## config.mk

```make
export PLATFORM = sky130hd
export DESIGN_NAME = operand_requester
export DESIGN_NICKNAME = d
export VERILOG_FILES = /design/src/hw/vec_pkg.sv /design/src/hw/operand_requester.sv
export SDC_FILE = /design/constraint.sdc
export NUM_CORES = 1
export LEC_CHECK = 0
export BUFFER_PORTS_ARGS = -buffer_cell sky130_fd_sc_hd__buf_2
export CORE_AREA = 8 8 134 136
export DETAILED_ROUTE_END_ITERATION = 8
export DIE_AREA = 0 0 142 144
export GPL_TIMING_DRIVEN = 0
export SLEW_MARGIN = 15
export SYNTH_ARGS = -nofsm -noshare
export SYNTH_HDL_FRONTEND = slang
export SYNTH_SLANG_ARGS = --single-unit
```

## constraint.sdc

```tcl
create_clock -name clk_i -period 1.97 [get_ports clk_i]
set_input_delay 0.0985 -clock clk_i [delete_from_list [all_inputs] [get_ports clk_i]]
set_output_delay 0.0985 -clock clk_i [all_outputs]
set_load 0.02 [all_outputs]
```

## src/hw/vec_pkg.sv

```systemverilog
/*
  Shared sizes and types of the vector unit. Elements are 32 bits only.
  A host vl must not exceed NrLanes * VrfDepth, and NrLanes must not exceed MaxLanes.
*/
package vec_pkg;

  // Register file geometry
  localparam int unsigned ElemWidth = 32;
  localparam int unsigned NrVRegs   = 8;
  localparam int unsigned VrfDepth  = 8;
  localparam int unsigned RowWidth  = $clog2(VrfDepth);

  // Instruction ids that may be in flight at once
  localparam int unsigned NrVInsn  = 4;
  localparam int unsigned MaxLanes = 8;

  // Operand queues per lane, one per ALU source
  localparam int unsigned NrOperandQueues = 2;

  typedef logic [$clog2(MaxLanes * VrfDepth + 1)-1:0] vl_t;
  typedef logic [$clog2(NrVInsn)-1:0]                 vid_t;
  typedef logic [$clog2(NrVRegs)-1:0]                 vreg_t;
  // Lane-local word address, register index above row
  typedef logic [$clog2(NrVRegs * VrfDepth)-1:0]      vaddr_t;

  typedef enum logic [2:0] {
    OP_ADD,
    OP_SUB,
    OP_AND,
    OP_OR,
    OP_XOR,
    OP_SLL
  } opcode_e;

  // Queue A carries vs1, queue B carries vs2
  typedef enum logic {
    OPQ_A = 1'b0,
    OPQ_B = 1'b1
  } opqueue_e;

  // Host instruction
  typedef struct packed {
    opcode_e opcode;
    vreg_t   vd;
    vreg_t   vs1;
    vreg_t   vs2;
    vl_t     vl;
    vl_t     vstart;
  } vec_req_t;

  // Broadcast to the lanes
  typedef struct packed {
    vid_t               id;
    opcode_e            opcode;
    vreg_t              vd;
    vreg_t              vs1;
    vreg_t              vs2;
    vl_t                vl;
    vl_t                vstart;
    logic [NrVInsn-1:0] hazard_vs1;
    logic [NrVInsn-1:0] hazard_vs2;
    // Live set of running ids, used to clear hazards
    logic [NrVInsn-1:0] vinsn_running;
  } pe_req_t;

  // Operand queue entry, vl and vstart are lane-local rows
  typedef struct packed {
    vid_t               id;
    vreg_t              vs;
    vl_t                vl;
    vl_t                vstart;
    logic [NrVInsn-1:0] hazard;
  } operand_cmd_t;

  // Lane ALU operation
  typedef struct packed {
    vid_t    id;
    opcode_e opcode;
    vreg_t   vd;
    vl_t     vl;
    vl_t     vstart;
  } lane_op_t;

endpackage

```

## src/hw/operand_requester.sv

```systemverilog
/*
  Streams the source rows of each operand queue out of the register slice.
  A command is taken only once its hazard mask is clear, so there is no chaining.
*/
`timescale 1ns/1ps

module operand_requester (
  input  logic                                                       clk_i,
  input  logic                                                       rst_ni,
  input  vec_pkg::operand_cmd_t [vec_pkg::NrOperandQueues-1:0]       cmd_i,
  input  logic [vec_pkg::NrOperandQueues-1:0]                        cmd_valid_i,
  output logic [vec_pkg::NrOperandQueues-1:0]                        cmd_ready_o,
  output vec_pkg::vaddr_t [vec_pkg::NrOperandQueues-1:0]             vrf_raddr_o,
  input  logic [vec_pkg::NrOperandQueues-1:0][vec_pkg::ElemWidth-1:0] vrf_rdata_i,
  output logic [vec_pkg::NrOperandQueues-1:0][vec_pkg::ElemWidth-1:0] opnd_o,
  output logic [vec_pkg::NrOperandQueues-1:0]                        opnd_valid_o,
  input  logic [vec_pkg::NrOperandQueues-1:0]                        opnd_ready_i
);
  import vec_pkg::*;

  typedef enum logic [1:0] {
    IDLE,
    WAIT_HAZARD,
    STREAM
  } state_e;

  for (genvar q = 0; q < NrOperandQueues; q++) begin : gen_queue
    state_e               state_q, state_d;
    operand_cmd_t         cmd_q;
    vl_t                  row_q;
    logic                 take, issue, pop;
    // Read data arrives one cycle after the address
    logic                 rd_pending_q;
    logic                 skid_valid_q, skid_valid_d;
    logic [ElemWidth-1:0] skid_q;

    // Skid entry is older than the data coming back from the slice
    assign opnd_valid_o[q] = skid_valid_q || rd_pending_q;
    assign opnd_o[q]       = skid_valid_q ? skid_q : vrf_rdata_i[q];
    assign pop             = opnd_valid_o[q] && opnd_ready_i[q];
    assign skid_valid_d    = (skid_valid_q && !pop) || (rd_pending_q && (skid_valid_q || !pop));

    assign take           = (state_q != STREAM) && cmd_valid_i[q] && (cmd_i[q].hazard == '0);
    assign cmd_ready_o[q] = take;
    // Read only when the skid buffer can absorb a stall
    assign issue          = (state_q == STREAM) && (row_q < cmd_q.vl) && !skid_valid_d;
    assign vrf_raddr_o[q] = {cmd_q.vs, row_q[RowWidth-1:0]};

    always_comb begin
      state_d = state_q;
      unique case (state_q)
        IDLE:        if (cmd_valid_i[q]) state_d = take ? STREAM : WAIT_HAZARD;
        WAIT_HAZARD: if (take) state_d = STREAM;
        STREAM:      if (row_q >= cmd_q.vl) state_d = IDLE;
        default:     state_d = IDLE;
      endcase
    end

    always_ff @(posedge clk_i or negedge rst_ni) begin
      if (!rst_ni) begin
        state_q      <= IDLE;
        cmd_q        <= '0;
        row_q        <= '0;
        rd_pending_q <= 1'b0;
        skid_valid_q <= 1'b0;
        skid_q       <= '0;
      end else begin
        state_q      <= state_d;
        rd_pending_q <= issue;
        skid_valid_q <= skid_valid_d;
        if (take) begin
          cmd_q <= cmd_i[q];
          row_q <= cmd_i[q].vstart;
        end else if (issue) begin
          row_q <= row_q + vl_t'(1);
        end
        if (rd_pending_q && (skid_valid_q || !pop)) begin
          skid_q <= vrf_rdata_i[q];
        end
      end
    end
  end

endmodule

```

; After elaboration in Yosys (flattened, before gate mapping)
; Cells that the tools add are included.
[totals]
register_bits = 106
in_bits = 116
output_inout_bits = 80
elab_cells = 80
[op_classes]
n_addsub = 2
magnitude_cmp = 4
eq_ne = 12
mux = 16
n_reduce_logical = 32
[ops]
columns = cell, n
row1 = 32-bit 2-to-1 mux, 2
row2 = 7-bit 2-to-1 mux, 4
row3 = 2-bit 2-to-1 mux, 8
row4 = 7-bit by 1-bit adder with 7-bit output (second input constant), 2
row5 = 7-bit greater-or-equal comparator, 2
row6 = 1-bit logical AND, 14
row7 = 7-bit < comparator, 2
row8 = 2-bit inequality test (second input constant), 6
row9 = 2-bit one-hot mux with 3 select lines, 2
row10 = 4-bit logical NOT, 2
row11 = 1-bit logical OR, 6
row12 = 3-bit AND reduction, 2
row13 = 2-bit by 1-bit == test with 1-bit output (second input constant), 2
row14 = 2-bit == test (second input constant), 2
row15 = 1-bit logical NOT, 4
row16 = 2-bit logical NOT, 2
row17 = 2-bit by 1-bit inequality test with 1-bit output (second input constant), 2
row18 = 2-bit nonzero test, 2

; Longest topological paths before layout
[depth]
depth_word = 10
mapped_depth = 8
mapped_depth_nobuf = 7

; Least setup slack after synthesis
; No wires, ideal clock.
[synth_path]
path_type = register to register
startpoint = register gen_queue[0].row_q[4]
endpoint = register gen_queue[0].row_q[5]
setup_time_ps = 82
t_arrival_ps = 1940
t_required_ps = 1888
setup_slack_ps = -52
stages_incl_launch_ff = 8
n_path_buf = 1
synth_period_minus_slack_ps = 2022
cell_sequence = dfrtp_1 -> ha_1 -> a21oi_1 -> o2111ai_1 -> or3_1 -> buf_2 -> or3_1 -> a31oi_1
[synth_between]
elab_chain_len = 4
elab_cells_between_ends = 7
[synth_lines]
columns = element, line
row1 = start: declaration, operand_requester.sv:30  ; vl_t row_q;
row2 = start signal: assignment, operand_requester.sv:73  ; row_q <= cmd_i[q].vstart;
row3 = start signal: assignment, operand_requester.sv:75  ; row_q <= row_q + vl_t'(1);
row4 = 7-bit < comparator, operand_requester.sv:46  ; assign issue = (state_q == STREAM) && (row_q < cmd_q.vl) && !skid_valid_d;
row5 = 1-bit logical AND (2 in series), operand_requester.sv:46
row6 = 2-bit nonzero test (no source line), n/a
; Parallel ways exist; a longest one is shown, timed or not. The select of a mux whose other input is x is not followed.
; A chain may end at the register's enable or synchronous reset.

; Final worst setup path
[layout_path]
startpoint = register gen_queue[1].row_q[5]
endpoint = register gen_queue[1].row_q[6]
[layout_between]
elab_chain_len = 4
elab_cells_between_ends = 7
[layout_lines]
columns = element, line
row1 = start: declaration, operand_requester.sv:30
row2 = start signal: assignment, operand_requester.sv:73
row3 = start signal: assignment, operand_requester.sv:75
row4 = 7-bit < comparator, operand_requester.sv:46
row5 = 1-bit logical AND (2 in series), operand_requester.sv:46
row6 = named net gen_queue[1].issue, operand_requester.sv:31  ; logic take, issue, pop;
row7 = 2-bit nonzero test (no source line), n/a
; The timed path passes the listed nets, and every way through them passes these cells. The select of a mux whose other input is x is not followed.

==> results.md <==
* Status: completed
* Placed inst area at ~0.0067 mm2
* Worst EP required at around 2.2 ns
* Fraction of the cycle the final worst path needs at ~96%
* Drt drc at 0
* PortBufs at 191
* Pwr per Cell Area at between 700 and 800 mW/mm2
* Non-Filler Instances at a little under 1k
* Most common cell after layout, fill and taps aside: buf_2
* Post-synth EDFFs at 0
* Cell count after synthesis at approximately 460
* DR vias at ~4.6k
* First-pass GRT wire length at 24.7 mm
* P&R area growth vs syn at 52.1%
* Clk sinks at 106
* Num CTS Buffers at 9
* Synth async-reset ratio at 100%
* Die W at ~140 um
* Crit-path max FO at 8
* Clk pin slew, worst setup/hold paths at 0.07 ns
* DRT antenna net count at 0
* Vias in the first global route at 4,946
* H-tree depth at 3
* Worst Max-Slew Pin Slew at between 0.5 and 0.6 ns
* Die span in y at approximately 140 um
* CTS max path bufs at 2
* Syn_nets at slightly below 600
* Synth Flop Type: dfrtp_1
* Largest net degree at the start of global routing at between 60 and 70
* Placeable Area at between 0.015 and 0.02 mm2
* Total grt overflow at 0
* Cell area after layout at 0.00824 mm2
* Critical path type: flip-flop to flip-flop
* RSZ-0062 raised after global routing: true
* Gp weighted congestion at ~0.82
* FMAX at 0.528 GHz
* Rel. slew slack at 61.7%
* R2R cell count at 6
* Min cycle time layout at about 1.9 ns
* Final slew viol count at 0
* Clk root buf: clkbuf_16
* Via density at 4.61
* Final WL at around 15 mm
* Gr usage total at between 10% and 20%
* Crit end category: flip-flop
* Drt pass-1 iters at 4
* Layout cells sized above 1 at roughly 55%
* Placed cells at approximately 870
* Post-layout util at between 50% and 60%
* Ports at 196
* Clk_lat worst skew at about 0.35 ns
* Nets@finish at 899
* DP HPWL at 10.9 mm
* Final setup viols at 0
* Wire per inst at ~15 um
* Max cap viols at 0
* Hold Vio Cnt, Final at 0
* CTS tree: built
* Yosys reg bits at 106
* Hold depth at 2
* Initial antenna violation count at 0
* Worst Clk Skew at 0.00538 ns
* Commonest non-fill, non-tap cells in the layout: buf_2 (191), mux2_2 (128), dfrtp_1 (103)
* Average size of a mapped cell at ~12 um2
* Sequential fraction of the synthesis area at 49.0%
* Initial core utilization at about 34%
* Initial DRC Count at ~120
* Syn Std Cell Area at 0.00542 mm2
* Crit path DAT at between 2 and 2.5 ns
* Synth cell types at 40
* Startpoint Class: flip-flop
* Pleak at slightly below 4 nW
* Dpl ws at -0.158 ns
* Fin worst setup slack at 0.0755 ns
* Total Die Area at 0.0204 mm2
* VDD IR-drop max at approximately 0.00043 V
* Row Count at 47
* Total power at roughly 0.0066 W
* Yosys warning count at 0
* HP Class: input pin to flip-flop
-- critical path: stages, from the launching register on --
cell and delay, ns:
dfrtp_1 0.40, ha_1 0.30, nand2_1 0.05, o211ai_1 0.44
nor3_4 0.14, and3_1 0.20, a211o_1 0.26
-- stage by stage --
step,hold slack [ns],setup TNS (ns)
2_1_floorplan,-0.197,0
3_3_place_gp,0.289,-47.18
3_5_place_dp,0.127,-3.85
4_1_cts,0.000376,-0.201
5_1_grt,0.0123,-0.0889
6_report,0.0165,0
-- cell type report --
type / instances / area, um2
Fill cell: 1418 / 7820
Multi-Input combinational cell: 298 / 2700
Sequential cell: 106 / 2660
Timing Repair Buffer: 298 / 2020
Tap cell: 220 / 275
Clock buffer: 9 / 225
Buffer: 32 / 201
Inverter: 22 / 83.8
Clock inverter: 7 / 78.8
Antenna cell: 1 / 2.50
-- synthesized netlist by cell type, types with 2 or more instances --
cell      instances  area (um2)
a211o_1           2        17.5
a211oi_1          3        22.5
a21o_1            3        22.5
a21oi_1           8        40.0
a31oi_1           2        12.5
and3_1            6        37.5
buf_1             2        7.51
buf_2             3        15.0
buf_4            14         105
clkbuf_1         15        56.3
dfrtp_1         106        2650
ha_1             16         200
inv_1            21        78.8
mux2_2          128        1440
nand2_1          52         195
nand2b_1          3        18.8
nand3_1           5        25.0
nand3b_1          2        15.0
nand4_1           2        12.5
nor2_1            8        30.0
nor4_1            4        25.0
nor4b_1           5        43.8
o211ai_1          2        15.0
o21ai_0          22         110
o21ai_1           2        10.0
or2_2             3        18.8
or3_1             3        18.8
xnor2_1           7        61.3
-- logic make-up after synthesis --
logic type               synth area share (%)
AO/OA/AOI/OAI                            5.27
XOR/XNOR                                 1.13
adder cells (fa/ha/maj)                  4.09
buffers and inverters                    5.15
flip-flops                               49.0
multiplexers                             26.8
AND/OR/NAND/NOR                          8.57
-- final timing paths --
kind                                              start  slack (ns)                 endpoint
worst max-delay path              gen_queue[1].row_q[5]        0.08    gen_queue[1].row_q[6]
worst min-delay path                    vrf_rdata_i[11]        0.02  gen_queue[0].skid_q[11]
worst max register to register    gen_queue[1].row_q[5]        0.08    gen_queue[1].row_q[6]
worst min register to register  gen_queue[0].state_q[1]        0.47  gen_queue[0].state_q[0]
max in group asynchronous                        rst_ni        1.04    gen_queue[0].row_q[0]
min in group asynchronous                        rst_ni        0.30   gen_queue[0].cmd_q[15]
-- per-layer routing --
metal | track usage, % | vias up | part of all wire (%)
li1 | - | 2219 | -
met1 | 17.9 | 2220 | 43
met2 | 25.9 | 127 | 51
met3 | 3.10 | 14 | 4.7
met4 | 4.92 | 0 | 1.2
met5 | 0 | - | 0
-- flip-flops by register name, indices dropped and copies added, names as in the netlist --
name / flops
gen_queue.skid_q: 64
gen_queue.state_q: 4
gen_queue.skid_valid_q: 2
gen_queue.rd_pending_q: 2
vrf_raddr_o: 6
gen_queue.row_q: 14
gen_queue.cmd_q: 14
-- power by group --
group          internal [W]  switching, W  leakage [nW]  total, W
registers           0.00258      0.000234          1.32   0.00281
logic               0.00103      0.000888          2.46   0.00192
clock network      0.000998      0.000841         0.150   0.00184
total               0.00460       0.00196          3.93   0.00657
-- timing repair --
item | in CTS | in global routing
hold endpoints to repair | 151 | 0
pin swaps | 8 | 12
hold buffers | 92 | 0
setup buffers | 6 | 8
setup endpoints to repair | 71 | 49
resized for setup | 23 | 36
No activity file was read; power rests on OpenSTA's default activity.
