### src/hw/vec_pkg.sv
/*
  Shared sizes and types of the vector unit. Elements are 32 bits only.
  A host vl must not exceed NrLanes * VrfDepth, and NrLanes must not exceed MaxLanes.
*/
package vec_pkg;

  // Register file geometry
  localparam int unsigned ElemWidth = 32;
  localparam int unsigned NrVRegs   = 8;
  localparam int unsigned VrfDepth  = 8;
  localparam int unsigned RowWidth  = $clog2(VrfDepth);

  // Instruction ids that may be in flight at once
  localparam int unsigned NrVInsn  = 4;
  localparam int unsigned MaxLanes = 8;

  // Operand queues per lane, one per ALU source
  localparam int unsigned NrOperandQueues = 2;

  typedef logic [$clog2(MaxLanes * VrfDepth + 1)-1:0] vl_t;
  typedef logic [$clog2(NrVInsn)-1:0]                 vid_t;
  typedef logic [$clog2(NrVRegs)-1:0]                 vreg_t;
  // Lane-local word address, register index above row
  typedef logic [$clog2(NrVRegs * VrfDepth)-1:0]      vaddr_t;

  typedef enum logic [2:0] {
    OP_ADD,
    OP_SUB,
    OP_AND,
    OP_OR,
    OP_XOR,
    OP_SLL
  } opcode_e;

  // Queue A carries vs1, queue B carries vs2
  typedef enum logic {
    OPQ_A = 1'b0,
    OPQ_B = 1'b1
  } opqueue_e;

  // Host instruction
  typedef struct packed {
    opcode_e opcode;
    vreg_t   vd;
    vreg_t   vs1;
    vreg_t   vs2;
    vl_t     vl;
    vl_t     vstart;
  } vec_req_t;

  // Broadcast to the lanes
  typedef struct packed {
    vid_t               id;
    opcode_e            opcode;
    vreg_t              vd;
    vreg_t              vs1;
    vreg_t              vs2;
    vl_t                vl;
    vl_t                vstart;
    logic [NrVInsn-1:0] hazard_vs1;
    logic [NrVInsn-1:0] hazard_vs2;
    // Live set of running ids, used to clear hazards
    logic [NrVInsn-1:0] vinsn_running;
  } pe_req_t;

  // Operand queue entry, vl and vstart are lane-local rows
  typedef struct packed {
    vid_t               id;
    vreg_t              vs;
    vl_t                vl;
    vl_t                vstart;
    logic [NrVInsn-1:0] hazard;
  } operand_cmd_t;

  // Lane ALU operation
  typedef struct packed {
    vid_t    id;
    opcode_e opcode;
    vreg_t   vd;
    vl_t     vl;
    vl_t     vstart;
  } lane_op_t;

endpackage

### src/hw/lane_sequencer.sv
/*
  Sequencer of one lane. Operand queues hold one entry each and their hazard
  bits are cleared live from the broadcast running set. A lane that already
  took a broadcast id stays ready so the other lanes can catch up.
*/
`timescale 1ns/1ps

module lane_sequencer #(
  parameter int unsigned NrLanes = 4,
  parameter int unsigned LaneId  = 0
) (
  input  logic                                                  clk_i,
  input  logic                                                  rst_ni,
  input  vec_pkg::pe_req_t                                      pe_req_i,
  input  logic                                                  pe_req_valid_i,
  output logic                                                  pe_req_ready_o,
  output vec_pkg::operand_cmd_t [vec_pkg::NrOperandQueues-1:0]  operand_cmd_o,
  output logic [vec_pkg::NrOperandQueues-1:0]                   operand_cmd_valid_o,
  input  logic [vec_pkg::NrOperandQueues-1:0]                   operand_cmd_ready_i,
  output vec_pkg::lane_op_t                                     lane_op_o,
  output logic                                                  lane_op_valid_o,
  input  logic                                                  alu_ready_i,
  input  logic [vec_pkg::NrVInsn-1:0]                           alu_vinsn_done_i,
  output logic [vec_pkg::NrVInsn-1:0]                           vinsn_done_o
);
  import vec_pkg::*;

  operand_cmd_t [NrOperandQueues-1:0] cmd_new, cmd_d;
  logic [NrOperandQueues-1:0]         cmd_push, cmd_valid_d;
  lane_op_t                           lane_op_d;
  logic                               lane_op_valid_d;
  logic [NrVInsn-1:0]                 running_q, running_d;
  vl_t                                lane_vl, lane_vstart;

  // Element e sits in lane e mod NrLanes, so this lane gets one extra row
  // when its index is below the remainder
  always_comb begin : p_split
    lane_vl     = vl_t'(pe_req_i.vl / NrLanes);
    lane_vstart = vl_t'(pe_req_i.vstart / NrLanes);
    if (LaneId < pe_req_i.vl % NrLanes) begin
      lane_vl = lane_vl + vl_t'(1);
    end
    if (LaneId < pe_req_i.vstart % NrLanes) begin
      lane_vstart = lane_vstart + vl_t'(1);
    end
  end

  always_comb begin : p_queues
    for (int q = 0; q < NrOperandQueues; q++) begin
      cmd_d[q]       = operand_cmd_o[q];
      cmd_valid_d[q] = operand_cmd_valid_o[q];
      // Requester took the entry
      if (operand_cmd_ready_i[q]) begin
        cmd_d[q]       = '0;
        cmd_valid_d[q] = 1'b0;
      end
      if (cmd_push[q]) begin
        cmd_d[q]       = cmd_new[q];
        cmd_valid_d[q] = 1'b1;
      end
      // Producers that retired no longer block
      cmd_d[q].hazard = cmd_d[q].hazard & pe_req_i.vinsn_running;
    end
  end

  always_comb begin : p_sequencer
    running_d       = running_q & pe_req_i.vinsn_running;
    pe_req_ready_o  = 1'b1;
    cmd_new         = '0;
    cmd_push        = '0;
    lane_op_d       = '0;
    lane_op_valid_d = 1'b0;

    if (lane_op_valid_o && !alu_ready_i) begin
      // ALU still busy, hold the operation
      lane_op_d       = lane_op_o;
      lane_op_valid_d = 1'b1;
      pe_req_ready_o  = 1'b0;
    end else if (pe_req_valid_i && !running_q[pe_req_i.id]) begin
      lane_op_d = '{id: pe_req_i.id, opcode: pe_req_i.opcode, vd: pe_req_i.vd,
                    vl: lane_vl, vstart: lane_vstart};
      lane_op_valid_d         = 1'b1;
      running_d[pe_req_i.id]  = 1'b1;

      cmd_new[OPQ_A] = '{id: pe_req_i.id, vs: pe_req_i.vs1, vl: lane_vl,
                         vstart: lane_vstart, hazard: pe_req_i.hazard_vs1};
      cmd_new[OPQ_B] = '{id: pe_req_i.id, vs: pe_req_i.vs2, vl: lane_vl,
                         vstart: lane_vstart, hazard: pe_req_i.hazard_vs2};
      cmd_push       = '1;

      // A queue is still occupied, retry next cycle
      if (|(cmd_push & operand_cmd_valid_o)) begin
        cmd_push               = '0;
        lane_op_valid_d        = 1'b0;
        running_d[pe_req_i.id] = 1'b0;
        pe_req_ready_o         = 1'b0;
      end
    end
  end

  always_ff @(posedge clk_i or negedge rst_ni) begin
    if (!rst_ni) begin
      operand_cmd_o       <= '0;
      operand_cmd_valid_o <= '0;
      lane_op_o           <= '0;
      lane_op_valid_o     <= 1'b0;
      running_q           <= '0;
      vinsn_done_o        <= '0;
    end else begin
      operand_cmd_o       <= cmd_d;
      operand_cmd_valid_o <= cmd_valid_d;
      lane_op_o           <= lane_op_d;
      lane_op_valid_o     <= lane_op_valid_d;
      running_q           <= running_d;
      vinsn_done_o        <= alu_vinsn_done_i;
    end
  end

endmodule

### config.mk
export PLATFORM = sky130hd
export DESIGN_NAME = lane_sequencer
export DESIGN_NICKNAME = d
export VERILOG_FILES = /design/src/hw/vec_pkg.sv /design/src/hw/lane_sequencer.sv
export SDC_FILE = /design/constraint.sdc
export NUM_CORES = 1
export LEC_CHECK = 0
export BUFFER_PORTS_ARGS = -buffer_cell sky130_fd_sc_hd__buf_2
export CORE_UTILIZATION = 50
export CTS_BUF_LIST = sky130_fd_sc_hd__clkbuf_8
export CTS_CLUSTER_SIZE = 8
export DETAILED_ROUTE_END_ITERATION = 8
export PLACE_DENSITY = 0.83
export SYNTH_ARGS = -nofsm -noshare
export SYNTH_HDL_FRONTEND = slang
export SYNTH_SLANG_ARGS = --single-unit
### constraint.sdc
create_clock -name clk_i -period 1.93 [get_ports clk_i]
set_clock_uncertainty 0.1 [all_clocks]
set_input_delay 0.4825 -clock clk_i [delete_from_list [all_inputs] [get_ports clk_i]]
set_output_delay 0.4825 -clock clk_i [all_outputs]
set_load 0.05 [all_outputs]
# Yosys cells after proc, flatten, opt, wreduce, memory -nomap -nowiden
# Index checks and enable logic that the tools add are counted.
# totals
ff_bits	79
in_bits	50
out_inout_bits	76
word_cells	68
# op_classes
add_sub_neg	2
order_cmp	4
mux	28
bitwise	6
reduce_logical	8
# op_table
operator	count
two-way mux 23 bit	4
two-way mux 46 bit	2
two-way mux 22 bit	1
AND 4 bit	4
adder 5 x 1 -> 6 bit, second input constant	2
two-way mux 4 bit	3
two-way mux 6 bit	2
two-way mux 1 bit	11
two-way mux 2 bit	3
< comparator 1 x 2 -> 1 bit, first input constant	2
inverter 4 bit	1
OR 4 bit	1
nonzero test 2 bit	2
logical AND 1 bit	3
< comparator 2 x 3 -> 1 bit, second input constant	1
binary-select mux 1 bit (select 2 bit)	1
demux 1 bit (select 2 bit)	1
>= comparator 2 x 1 -> 1 bit, second input constant	1
logical NOT 1 bit	2
OR reduction 2 bit	1

# Depth between registers and ports, before layout
# logic_depth
ltp_word	9
mapped_depth	6
mapped_depth_nobuf	4

# Least setup slack after synthesis
# No wires, ideal clock.
# synth_path
kind	input to output
from	input port pe_req_i[38] (netlist bit)
to	output port pe_req_ready_o
arrival_time_ns	1.804
required_time_ns	1.347
path_slack_ns	-0.457
stages	5
n_path_buf	1
cell_sequence	buf_6 -> mux2i_1 -> a22oi_1 -> nor2_1 -> nor2_1
# synth_via
elab_chain_cells	6
# synth_lines
item	line	text
start: declaration	lane_sequencer.sv:14	input vec_pkg::pe_req_t pe_req_i,
binary-select mux 1 bit (select 2 bit)	lane_sequencer.sv:79	end else if (pe_req_valid_i && !running_q[pe_req_i.id]) begin
two-way mux 1 bit (not written as such)	lane_sequencer.sv:79	
logical NOT 1 bit	lane_sequencer.sv:79	
logical AND 1 bit	lane_sequencer.sv:79	
two-way mux 1 bit	lane_sequencer.sv:79	
two-way mux 1 bit	lane_sequencer.sv:74	if (lane_op_valid_o && !alu_ready_i) begin
end: declaration	lane_sequencer.sv:16	output logic pe_req_ready_o,
# No other way between the ends. The select of a mux whose other input is x is not followed.

# Final worst setup path
# layout_path
from	register running_q[3]
to	output port pe_req_ready_o
# layout_via
elab_chain_cells	6
# layout_lines
item	line	text
start: declaration	lane_sequencer.sv:32	logic [NrVInsn-1:0] running_q, running_d;
start signal: assignment	lane_sequencer.sv:114	running_q <= running_d;
binary-select mux 1 bit (select 2 bit)	lane_sequencer.sv:79	
two-way mux 1 bit (not written as such)	lane_sequencer.sv:79	
logical NOT 1 bit	lane_sequencer.sv:79	
logical AND 1 bit	lane_sequencer.sv:79	
two-way mux 1 bit	lane_sequencer.sv:79	
two-way mux 1 bit	lane_sequencer.sv:74	
# No other way between the ends. The select of a mux whose other input is x is not followed.

==> results.yml <==
run_status:
  status: "complete, but fails checks"
  violations: "setup timing"
route:
  vias_per_cell: 5.38
  wl_met2_mm: 3.96
  wl_mm: 7.93
  antenna_left: 0
  post_drt_wl_per_cell_microns: 16.7
  route.vias.total: 2563
  dr.pass1.iters: 4
  wl_met3_microns: 496
  dr.max_layer_used: "met4"
  wl_met1_mm: 3.32
  drt-initial-drc-count: 130
  route.detailed.drc: 0
floorplanning:
  die_area_sq_um: 6470
  fp.dieW_microns: 80.5
  die_height_microns: 80.5
  coreArea_sq_um: 5920
  fp-row-count: 28
  ioPinCount: 126
  start_util_pct: 52.0
logic_synthesis:
  synth_flop_cell: "dfrtp_1"
  yosysMostFrequentCell: "dfrtp_1"
  synthTopCellsByCount: "dfrtp_1 (73), nand2_1 (28), a22o_1 (20)"
  ys_seq_area_share_pct: 59.3
  yosysTopAreaCell: "dfrtp_1"
  synthArstFlopShare_pct: 100
  post_synth.cell_area_avg_sq_um: 12.3
  synth-seq-cells: 73
  ys_top_cells_by_area: "dfrtp_1 (59%), a22o_1 (5.7%), o2bb2ai_1 (4.6%), mux2i_1 (3.9%), nand2_1 (3.4%)"
  yosysTopAreaCellShare_pct: 59.3
  synth_cell_types: 32
  synth_edf_count: 0
  syn_inst: 250
  netlist_area_sq_um: 3080
  yosysWarnings: 0
pwr:
  p_int_mw: 3.53
  clkPwrFrac_pct: 22.9
  power.share.switching_pct: 43.9
  p_per_area_nw_per_um2: 1490
  design_power_total_mw: 6.29
  vdd_drop_max_uv: 951
  combPwrFrac_pct: 43.9
  p_switching_mw: 2.76
  pwr-share-seq_pct: 33.2
  power_leakage_nw: 2.19
layout:
  drive_above_1_share_pct: 44.1
  ff_latch_area_sq_um: 1830
  multi_input_area_sq_um: 1150
  fin_nets: 448
  utilization_pct: 71.1
  diodes: 0
  n_fill_cell: 433
  area_growth_pct: 36.7
worst_setup_path:
  timing.rr.start: "running_q[3]$_DFF_PN0_"
  arrival_ns: 1.43
  crit_end: "pe_req_ready_o"
  required_ns: 1.35
  path_max_fanout: 2
  critPathLaunch: "running_q[3]$_DFF_PN0_"
  end_kind: "output pin"
  r2r_cells: 8
  reg2reg_slack_ns: 0.04
  criticalPathCategory: "reg -> out"
  rr_endpoint: "running_q[3]$_DFF_PN0_"
  crit_path_start_kind: "flop"
global_route:
  track_usage_pct: 25.3
  grt_pass1_wl_mm: 11.9
  grt_max_degree: 35
  grt_pass1_vias: 2426
  antenna_found_initial: 0
  grt-ovfl-total: 0
hold_path:
  min_path_type: "in -> reg"
sta:
  setup_viol: 1
  drv_slew: 0
  finalHoldViolCount: 0
  timing.final.ws_setup_ns: -0.0795
  fmax_ghz: 0.498
  finalCritPeriodShare_pct: 104
  rsz0062_at_grt: "yes"
  tns_ns: -0.0795
  fin_crit_ns: 2.01
  timing.hold.ws_ns: 0.143
clock_tree:
  clock_sinks: 73
  path_clk_slew_ns: 0.08
  clockBufferDepth: 2
  clk_latency_ns: 0.34
  cts_tree: "done"
  cts_buffers: 9
  root_buffer: "clkbuf_8"
  htree_levels: 3
placed_design:
  gp_congestion: 0.789
  port_buffers: 119
  post-dp-hpwl_mm: 5.82
run:
  cap_violations: 0
cell type report:
| class | count | area share (%) |
|---|---|---|
| inverters | 4 | 0.357 |
| well taps | 75 | 2.23 |
| flip-flops and latches | 73 | 43.4 |
| clock inverters | 6 | 2.53 |
| clock buffers | 10 | 3.27 |
| multi-input cells | 161 | 27.3 |
| repair buffers | 147 | 20.9 |
registers in the layout, indices dropped and copies added, names as in the netlist:
| register | count |
|---|---|
| lane_op_o | 20 |
| lane_op_valid_o | 1 |
| operand_cmd_o | 42 |
| operand_cmd_valid_o | 2 |
| running_q | 4 |
| vinsn_done_o | 4 |
routing by layer:
layer | GRT usage (%) | vias to the layer above
met5 | 0 | -
met4 | 13.0 | 0
met3 | 4.89 | 12
met2 | 40.1 | 99
met1 | 33.0 | 1267
li1 | - | 1185
power by group through the flow:
stage	clock (mW)	combinational, mW	sequential (mW)
final	1.44	2.76	2.08
after global routing	1.52	2.89	2.12
after CTS	1.46	2.73	2.08
after detailed placement	0	2.69	2.10
after global placement	0	2.63	2.09
after floorplan	0	0.761	3.25
worst min-delay path by stage:
stage,startpoint,end,cells past startpoint
2_1_floorplan,rst_ni,lane_op_o[0]$_DFFE_PN0N_,0
3_3_place_gp,rst_ni,operand_cmd_o[35]$_DFFE_PN0P_,1
3_5_place_dp,rst_ni,lane_op_o[4]$_DFFE_PN0N_,1
4_1_cts,alu_vinsn_done_i[2],vinsn_done_o[2]$_DFF_PN0_,1
5_1_grt,alu_vinsn_done_i[2],vinsn_done_o[2]$_DFF_PN0_,1
6_report,alu_vinsn_done_i[2],vinsn_done_o[2]$_DFF_PN0_,1
placed cells by master (no fill, tap or decap), types with 8 or more instances in the layout:
master / instances
dfrtp_1: 72
clkbuf_8: 10
nand2_1: 27
nand3b_1: 8
mux2i_1: 10
o21ai_0: 17
nand3_1: 9
a22o_1: 20
buf_2: 117
o2bb2ai_1: 15
buf_4: 22
critical path, stage by stage (launching register included):
cell     delay [ns]
dfrtp_1        0.40
mux2i_2        0.20
a22oi_2        0.14
nor2_2         0.15
nor2_4         0.06
buf_8          0.15
cell families (layout without fill, tap and decap cells):
group           Yosys count  count (layout)  share of synthesized area, %
fa+ha+maj                 2               2                         0.813
buf+inv                  21             167                          5.04
other cells               1               6                         0.122
compound gates           67              67                          17.6
simple gates             66              66                          10.9
mux                      12              12                          3.90
flops                    73              73                          59.3
xor+xnor                  8               8                          2.28
stage by stage:
stage	setup WS, ns	instance area [sq um]	instances
2_1_floorplan	-0.0202	3120	255
3_3_place_gp	-0.0933	3890	455
3_5_place_dp	-0.0985	3890	455
4_1_cts	-0.0999	4170	474
5_1_grt	-0.157	4210	476
6_report	-0.0795	4210	476
repair_timing:
action,4_1_cts,5_1_grt
pin swaps,3,5
setup buffers,2,2
hold buffers,1,0
resized for setup,3,5
setup endpoints to repair,1,1
hold endpoints to repair,29,0
No activity file was read; power rests on OpenSTA's default activity.
