--- src/hw/vec_pkg.sv ---
/*
  Shared sizes and types of the vector unit. Elements are 32 bits only.
  A host vl must not exceed NrLanes * VrfDepth, and NrLanes must not exceed MaxLanes.
*/
package vec_pkg;

  // Register file geometry
  localparam int unsigned ElemWidth = 32;
  localparam int unsigned NrVRegs   = 8;
  localparam int unsigned VrfDepth  = 8;
  localparam int unsigned RowWidth  = $clog2(VrfDepth);

  // Instruction ids that may be in flight at once
  localparam int unsigned NrVInsn  = 4;
  localparam int unsigned MaxLanes = 8;

  // Operand queues per lane, one per ALU source
  localparam int unsigned NrOperandQueues = 2;

  typedef logic [$clog2(MaxLanes * VrfDepth + 1)-1:0] vl_t;
  typedef logic [$clog2(NrVInsn)-1:0]                 vid_t;
  typedef logic [$clog2(NrVRegs)-1:0]                 vreg_t;
  // Lane-local word address, register index above row
  typedef logic [$clog2(NrVRegs * VrfDepth)-1:0]      vaddr_t;

  typedef enum logic [2:0] {
    OP_ADD,
    OP_SUB,
    OP_AND,
    OP_OR,
    OP_XOR,
    OP_SLL
  } opcode_e;

  // Queue A carries vs1, queue B carries vs2
  typedef enum logic {
    OPQ_A = 1'b0,
    OPQ_B = 1'b1
  } opqueue_e;

  // Host instruction
  typedef struct packed {
    opcode_e opcode;
    vreg_t   vd;
    vreg_t   vs1;
    vreg_t   vs2;
    vl_t     vl;
    vl_t     vstart;
  } vec_req_t;

  // Broadcast to the lanes
  typedef struct packed {
    vid_t               id;
    opcode_e            opcode;
    vreg_t              vd;
    vreg_t              vs1;
    vreg_t              vs2;
    vl_t                vl;
    vl_t                vstart;
    logic [NrVInsn-1:0] hazard_vs1;
    logic [NrVInsn-1:0] hazard_vs2;
    // Live set of running ids, used to clear hazards
    logic [NrVInsn-1:0] vinsn_running;
  } pe_req_t;

  // Operand queue entry, vl and vstart are lane-local rows
  typedef struct packed {
    vid_t               id;
    vreg_t              vs;
    vl_t                vl;
    vl_t                vstart;
    logic [NrVInsn-1:0] hazard;
  } operand_cmd_t;

  // Lane ALU operation
  typedef struct packed {
    vid_t    id;
    opcode_e opcode;
    vreg_t   vd;
    vl_t     vl;
    vl_t     vstart;
  } lane_op_t;

endpackage

--- src/hw/lane_alu.sv ---
/*
  Lane ALU, one operation at a time. Result is A op B with A from vs1 and B from vs2,
  so sub gives vs1 - vs2 and shift-left shifts vs1 by the low 5 bits of vs2.
*/
`timescale 1ns/1ps

module lane_alu (
  input  logic                                                       clk_i,
  input  logic                                                       rst_ni,
  input  vec_pkg::lane_op_t                                          op_i,
  input  logic                                                       op_valid_i,
  output logic                                                       alu_ready_o,
  input  logic [vec_pkg::NrOperandQueues-1:0][vec_pkg::ElemWidth-1:0] opnd_i,
  input  logic [vec_pkg::NrOperandQueues-1:0]                        opnd_valid_i,
  output logic [vec_pkg::NrOperandQueues-1:0]                        opnd_ready_o,
  output logic                                                       vrf_we_o,
  output vec_pkg::vaddr_t                                            vrf_waddr_o,
  output logic [vec_pkg::ElemWidth-1:0]                              vrf_wdata_o,
  output logic [vec_pkg::NrVInsn-1:0]                                vinsn_done_o
);
  import vec_pkg::*;

  lane_op_t             op_q;
  logic                 busy_q;
  vl_t                  row_q;
  logic                 take, empty, fire, last;
  logic [ElemWidth-1:0] a, b, result;

  assign alu_ready_o = !busy_q;
  assign take        = op_valid_i && !busy_q;
  // Nothing to do in this lane, or every row already processed
  assign empty       = busy_q && (row_q >= op_q.vl);
  // Both operand streams must be valid together
  assign fire        = busy_q && !empty && (&opnd_valid_i);
  assign last        = fire && ((row_q + vl_t'(1)) >= op_q.vl);

  assign a = opnd_i[OPQ_A];
  assign b = opnd_i[OPQ_B];

  always_comb begin
    unique case (op_q.opcode)
      OP_ADD:  result = a + b;
      OP_SUB:  result = a - b;
      OP_AND:  result = a & b;
      OP_OR:   result = a | b;
      OP_XOR:  result = a ^ b;
      OP_SLL:  result = a << b[4:0];
      default: result = '0;
    endcase
  end

  assign opnd_ready_o = {NrOperandQueues{fire}};
  assign vrf_we_o     = fire;
  assign vrf_waddr_o  = {op_q.vd, row_q[RowWidth-1:0]};
  assign vrf_wdata_o  = result;
  // Done on the last write, or the cycle after taking an empty op
  assign vinsn_done_o = (last || empty) ? (NrVInsn'(1) << op_q.id) : '0;

  always_ff @(posedge clk_i or negedge rst_ni) begin
    if (!rst_ni) begin
      op_q   <= '0;
      busy_q <= 1'b0;
      row_q  <= '0;
    end else if (take) begin
      op_q   <= op_i;
      busy_q <= 1'b1;
      row_q  <= op_i.vstart;
    end else if (fire) begin
      row_q <= row_q + vl_t'(1);
      if (last) begin
        busy_q <= 1'b0;
      end
    end else if (empty) begin
      busy_q <= 1'b0;
    end
  end

endmodule

--- config.mk ---
export PLATFORM = sky130hd
export DESIGN_NAME = lane_alu
export DESIGN_NICKNAME = d
export VERILOG_FILES = /design/src/hw/vec_pkg.sv /design/src/hw/lane_alu.sv
export SDC_FILE = /design/constraint.sdc
export NUM_CORES = 1
export LEC_CHECK = 0
export BUFFER_PORTS_ARGS = -buffer_cell sky130_fd_sc_hd__clkbuf_2
export CAP_MARGIN = 15
export CORE_MARGIN = 2
export CORE_UTILIZATION = 50
export DETAILED_ROUTE_END_ITERATION = 12
export GPL_TIMING_DRIVEN = 0
export PLACE_DENSITY = 0.82
export SLEW_MARGIN = 10
export SYNTH_ARGS = -nofsm -noshare
export SYNTH_HDL_FRONTEND = slang
export SYNTH_SLANG_ARGS = --single-unit
--- constraint.sdc ---
create_clock -name clk_i -period 5.22 [get_ports clk_i]
set_input_delay 1.044 -clock clk_i [delete_from_list [all_inputs] [get_ports clk_i]]
set_output_delay 1.044 -clock clk_i [all_outputs]
set_load 0.02 [all_outputs]
After elaboration in Yosys (flattened, before gate mapping)
Cells that the tools add are included.
{ "totals": {"mem_count": 0, "mem_bits_rw": 0, "out_inout_bits": 46, "elab_cells": 43, "input_bits": 91, "latchBits": 0, "regBits": 23, "romBits": 0} }
{ "classes": {"reduce_logical": 13, "n_div": 0, "mux": 8, "bitwise_logic": 3, "n_addsub": 3, "n_lt_le_gt_ge": 2, "mul": 0, "n_eq_ne": 6, "n_shift": 2} }
{ "op_table": {"columns": ["op", "count"], "rows": [
  ["one-hot mux 32 bit (6 select lines)", 1],
  ["adder 32 bit", 1],
  ["bitwise AND 32 bit", 1],
  ["OR 32 bit", 1],
  ["left shift 32 x 5 -> 32 bit", 1],
  ["subtractor 32 bit", 1],
  ["XOR 32 bit", 1],
  ["greater-or-equal comparator 7 bit", 2],
  ["two-way mux 7 bit", 2],
  ["adder 7 x 1 -> 7 bit, second input constant", 1],
  ["equality test 3 x 2 -> 1 bit, second input constant", 2],
  ["equality test 3 bit, second input constant", 2],
  ["logical AND 1 bit", 5],
  ["two-way mux 1 bit", 4],
  ["two-way mux 4 bit", 1],
  ["AND reduction 2 bit", 2],
  ["left shift 1 x 2 -> 4 bit, first input constant", 1],
  ["equality test 3 x 1 -> 1 bit, second input constant", 1],
  ["logical NOT 3 bit", 1],
  ["inequality test 3 x 2 -> 1 bit, second input constant", 1],
  ["nonzero test 3 bit", 1],
  ["logical NOT 1 bit", 2],
  ["nonzero test 2 bit", 1],
  ["logical OR 1 bit", 1]
]} }

Longest topological paths before layout
{ "depth": {"depth_word": 9, "mapped_depth": 22, "ltp_nobuf": 19} }

Worst setup path after synthesis
OpenSTA, ideal clock, no wires.
{ "synth_timing": {"path_kind": "input-to-output", "startpoint": "in opnd_i[32] in the netlist's numbering", "endpoint": "out vrf_wdata_o[31] in the netlist's numbering", "cell_stages": 21, "path_slack_ns": -0.592, "arrival_time_ns": 4.768, "t_required_ns": 4.176, "n_path_buf": 2, "cell_sequence": "buf_6 -> inv_2 -> buf_1 -> ha_1 -> nand3_1 -> nor2_1 -> nand2_1 -> nor4_2 -> nand2_1 -> o41ai_2 -> xnor2_1 -> ha_1 -> a21o_1 -> o21bai_1 -> nor3_1 -> o211ai_1 -> a31oi_1 -> o31ai_1 -> a21oi_1 -> xnor2_1 -> o221ai_1"} }
{ "synth_between": {"elab_chain_cells": 2, "word_cells_on_any_way": 4, "classes_between": "add/sub: 2; shift: 1; mux: 1"} }
{ "synth_lines": {"columns": ["element", "line_no", "text"], "rows": [
  ["start, declared", "lane_alu.sv:13", "input logic [vec_pkg::NrOperandQueues-1:0][vec_pkg::ElemWidth-1:0] opnd_i,"],
  ["subtractor 32 bit (tied with other cells)", "lane_alu.sv:43", "OP_SUB: result = a - b;"],
  ["one-hot mux 32 bit (6 select lines) (*)", "lane_alu.sv:41", "unique case (op_q.opcode)"],
  ["end, declared", "lane_alu.sv:18", "output logic [vec_pkg::ElemWidth-1:0] vrf_wdata_o,"]
]} }
Every way passes the cells marked *; elsewhere a longest branch is shown, timed or not.

Worst setup path in the final report
Same ends and word-level chain as after synthesis.

==> flow_metrics.env <==
export IMPL_status="finished, violations left"
export IMPL_violations="negative setup slack"
export IMPL_holdPathEnd="vrf_waddr_o[4]"
export IMPL_synthToLayoutAreaGrowth_pct=29.6
export IMPL_p_comb_frac=0.893
export IMPL_synthArstFlopShare=1.00
export IMPL_power_density_nw_per_um2=521
export IMPL_max_stage_delay_ns=0.39
export IMPL_grt_max_degree=24
export IMPL_critPathLaunchType="primary input"
export IMPL_power_switching_mw=2.86
export IMPL_synth_simple_area_share=0.171
export IMPL_p_seq_frac=0.074
export IMPL_drv_cap=0
export IMPL_synth_area_mux_share=0.113
export IMPL_seq_area_sq_um=578
export IMPL_start_util=0.513
export IMPL_setup_ws_ns=-0.717
export IMPL_finalHoldViolCount=0
export IMPL_drive_gt1_frac=0.295
export IMPL_critical_path_class="primary input to output pin"
export IMPL_drc=0
export IMPL_clockBufferDepth=2
export IMPL_relSlewSlack=0.172
export IMPL_finalPower_mw=5.06
export IMPL_num_io_pins=137
export IMPL_arrival_ns=4.89
export IMPL_die_h_microns=126
export IMPL_drtPass1Iterations=9
export IMPL_fin_crit_sh=1.14
export IMPL_required_ns=4.18
export IMPL_min_path_cells=1
export IMPL_drv_slew=0
export IMPL_final_common_cell="clkbuf_2"
export IMPL_min_from="vrf_waddr_o[4]"
export IMPL_syn_inst=1019
export IMPL_synth_compound_area_frac=0.276
export IMPL_critPathCaptureType="output pin"
export IMPL_wl_microns=33800
export IMPL_worst_r2r_cell_count=11
export IMPL_wl_per_cell_microns=24.4
export IMPL_rsz0062_at_grt="true"
export IMPL_worst_pin_slew_ns=1.24
export IMPL_ys_flop_type="dfrtp_1"
export IMPL_p_leak_nw=4.58
export IMPL_worstHoldPathType="flip-flop to flip-flop"
export IMPL_antennaDiodeCount=0
export IMPL_clock_power_share=0.034
export IMPL_cts_made_buffers=3
export IMPL_grt_pass1_wl_microns=48000
export IMPL_finalNetCount=1406
export IMPL_final_cell_mix="111 x clkbuf_2, 105 x ha_1, 92 x nand2_1, 88 x inv_1, 75 x a21oi_1"
export IMPL_layout_cells_non_filler=1385
export IMPL_ctsHoldBuffers=0
export IMPL_post_place_cells=1339
export IMPL_seq_area_frac_synth=0.0768
export IMPL_ys_seq_elements=23
export IMPL_final_setup_skew_ns=0.00448
export IMPL_grt_pass1_vias=8450
export IMPL_root_buffer="clkbuf_16"
export IMPL_crit_chain="buf_8 -> buf_12 -> buf_8 -> nor3_4 -> and3_4 -> buf_8 -> a21oi_1 -> xnor2_1 -> ha_1 -> clkbuf_1 -> nand4_1 -> nor2_1 -> a21oi_1 -> o211ai_1 -> a31oi_2 -> o31ai_2 -> a21oi_2 -> xnor2_1 -> o221ai_2 -> clkbuf_8"
export IMPL_synth_edf_count=0
export IMPL_synth_distinct_cells=71
export IMPL_antenna_left=0
export IMPL_overflow=0
export IMPL_ys_warnings_count=0
export IMPL_setup_viol=20
export IMPL_cts_tree="yes"
export IMPL_die_area_sq_um=16000
export IMPL_yosys_area_share_adder=0.190
export IMPL_finalCriticalPeriod_ns=5.94
export IMPL_swShare=0.565
export IMPL_cts_sinks=23
export IMPL_slowest_stage="nor2_1"
export IMPL_antenna_found_initial=0
export IMPL_rrSetupSlack_ns=2.19
export IMPL_fin_util=0.665
export IMPL_rows=44
export IMPL_synth_xor_area_frac=0.0772
export IMPL_max_freq_mhz=168
export IMPL_num_vias=9159
export IMPL_syn_area_sq_um=7490
export IMPL_crit_path_frequent_cell="buf_8"
export IMPL_viasPerCell=6.61
export IMPL_clk_pin_slew_ns=0.06
export IMPL_synth_nets=1223
export IMPL_core_area_sq_um=14600
export IMPL_hpwl_microns=24400
export IMPL_die_x_microns=126
export IMPL_synth_top_family_by_area="compound AO/OA/AOI/OAI gates"
export IMPL_clkLatencyLatePin_ns=0.26
export IMPL_cts_htree_levels=1
export IMPL_n_fill_cell=1241
export IMPL_p_int_mw=2.20
export IMPL_critPathMaxFanout=7
export IMPL_r2r_end="row_q[4]"
export IMPL_grt_usage=0.386
export IMPL_worstReg2RegStart="row_q[0]"
export IMPL_drt_iter0_markers=1149
export IMPL_synth_area_per_cell_sq_um=7.35
export IMPL_ir_drop_uv=311
export IMPL_place_port_buffers=136
export IMPL_multi_input_comb_area_sq_um=6760
export IMPL_gp_congestion=1.05
-- synthesized netlist by cell type (all sizes together), types with 3 or more instances --
cell type	count	area, sq um
ha	112	1400
nand2	97	364
inv	93	349
o21ai	88	440
a21oi	86	434
nor2	75	282
xnor2	45	394
mux2i	44	440
clkbuf	41	214
buf	27	164
dfrtp	23	576
xor2	21	184
a222oi	17	170
nand3	17	90.1
a21o	16	120
nor3	16	96.4
o211ai	16	120
nand2b	15	93.8
mux2	14	158
a211oi	12	90.1
a31oi	11	68.8
and3	11	68.8
mux4	11	248
nor2b	11	68.8
o221ai	11	103
a22oi	10	75.1
nand4	7	50.1
o22ai	7	43.8
o21a	6	45.0
o31ai	6	45.0
and2	5	31.3
a21boi	4	30.0
a221oi	4	41.3
nor3b	4	35.0
nor4	4	46.3
o21bai	4	30.0
o41ai	4	61.3
a31o	3	26.3
o211a	3	30.0
or2	3	18.8
-- per-layer routing --
layer,vias up,GRT usage,part of all wire
met2,702,0.573,0.42
li1,4047,-,-
met1,4271,0.529,0.39
met4,0,0.162,0.051
met5,-,0,0
met3,139,0.104,0.13
-- cell families (layout without fill, tap and decap cells) --
kind of cell               after synthesis  count (layout)
adders and majority gates              113             113
buffers and inverters                  161             343
AOI/OAI and AO/OA                      318             318
DFF                                     23              23
xor gates and xnor gates                66              66
muxes                                   69              69
and+or+nand+nor                        269             269
-- worst max path at each step --
stage               startpoint              end  cells after the start  slack (ns)
finish              opnd_i[32]  vrf_wdata_o[31]                     20       -0.72
CTS                 opnd_i[40]  vrf_wdata_o[31]                     20       -0.75
floorplan           opnd_i[33]  vrf_wdata_o[31]                     21       -0.14
global route        opnd_i[32]  vrf_wdata_o[31]                     20       -0.87
global placement    opnd_i[32]  vrf_wdata_o[31]                     23       -1.53
detailed placement  opnd_i[32]  vrf_wdata_o[31]                     23       -1.52
-- power groups by stage --
stage	registers [mW]	clock network (mW)	logic (mW)
final	0.373	0.171	4.52
after CTS	0.368	0.172	4.00
after global placement	0.342	0	3.64
after floorplan	0.326	0	2.56
after global routing	0.386	0.181	4.78
after detailed placement	0.347	0	3.68
-- per-stage QoR --
stage | setup TNS, ns | hold WS, ns | worst slack, ns | instance area [sq um]
2_1_floorplan | -0.143 | 0.482 | -0.139 | 7550
3_3_place_gp | -19.78 | 0.490 | -1.53 | 8460
3_5_place_dp | -19.51 | 0.500 | -1.52 | 8460
4_1_cts | -3.73 | 0.514 | -0.753 | 9160
5_1_grt | -9.69 | 0.523 | -0.867 | 9710
6_report | -7.00 | 0.512 | -0.717 | 9710
-- critical path: cells and delay by family --
kind	cells	cell delay [ns]
and+or+nand+nor	4	1.10
adders and majority gates	1	0.27
AOI/OAI and AO/OA	7	1.14
buffers and inverters	6	0.98
xor gates and xnor gates	2	0.33
-- sequential cells by signal (all words and copies together) (netlist names) --
| signal | flops |
|---|---|
| row_q | 7 |
| op_q | 12 |
| busy_q | 1 |
| vrf_waddr_o | 3 |
-- layout make-up --
type                       instances  share of cell area
multi-input combinational        835               0.697
timing repair buffer             191               0.133
sequential                        23              0.0595
buffer                            54              0.0398
inverter                          93              0.0384
tap                              184              0.0237
clock buffer                       3             0.00773
timing repair inverter             1            0.000902
clock inverter                     1            0.000516
-- what timing repair did --
| item | 4_1_cts | 5_1_grt |
|---|---|---|
| cloned | 1 | 0 |
| setup endpoints to repair | 27 | 21 |
| gates resized for setup | 103 | 126 |
| pin swaps | 45 | 44 |
| buffers inserted | 33 | 23 |
No activity file was read; power rests on OpenSTA's default activity.
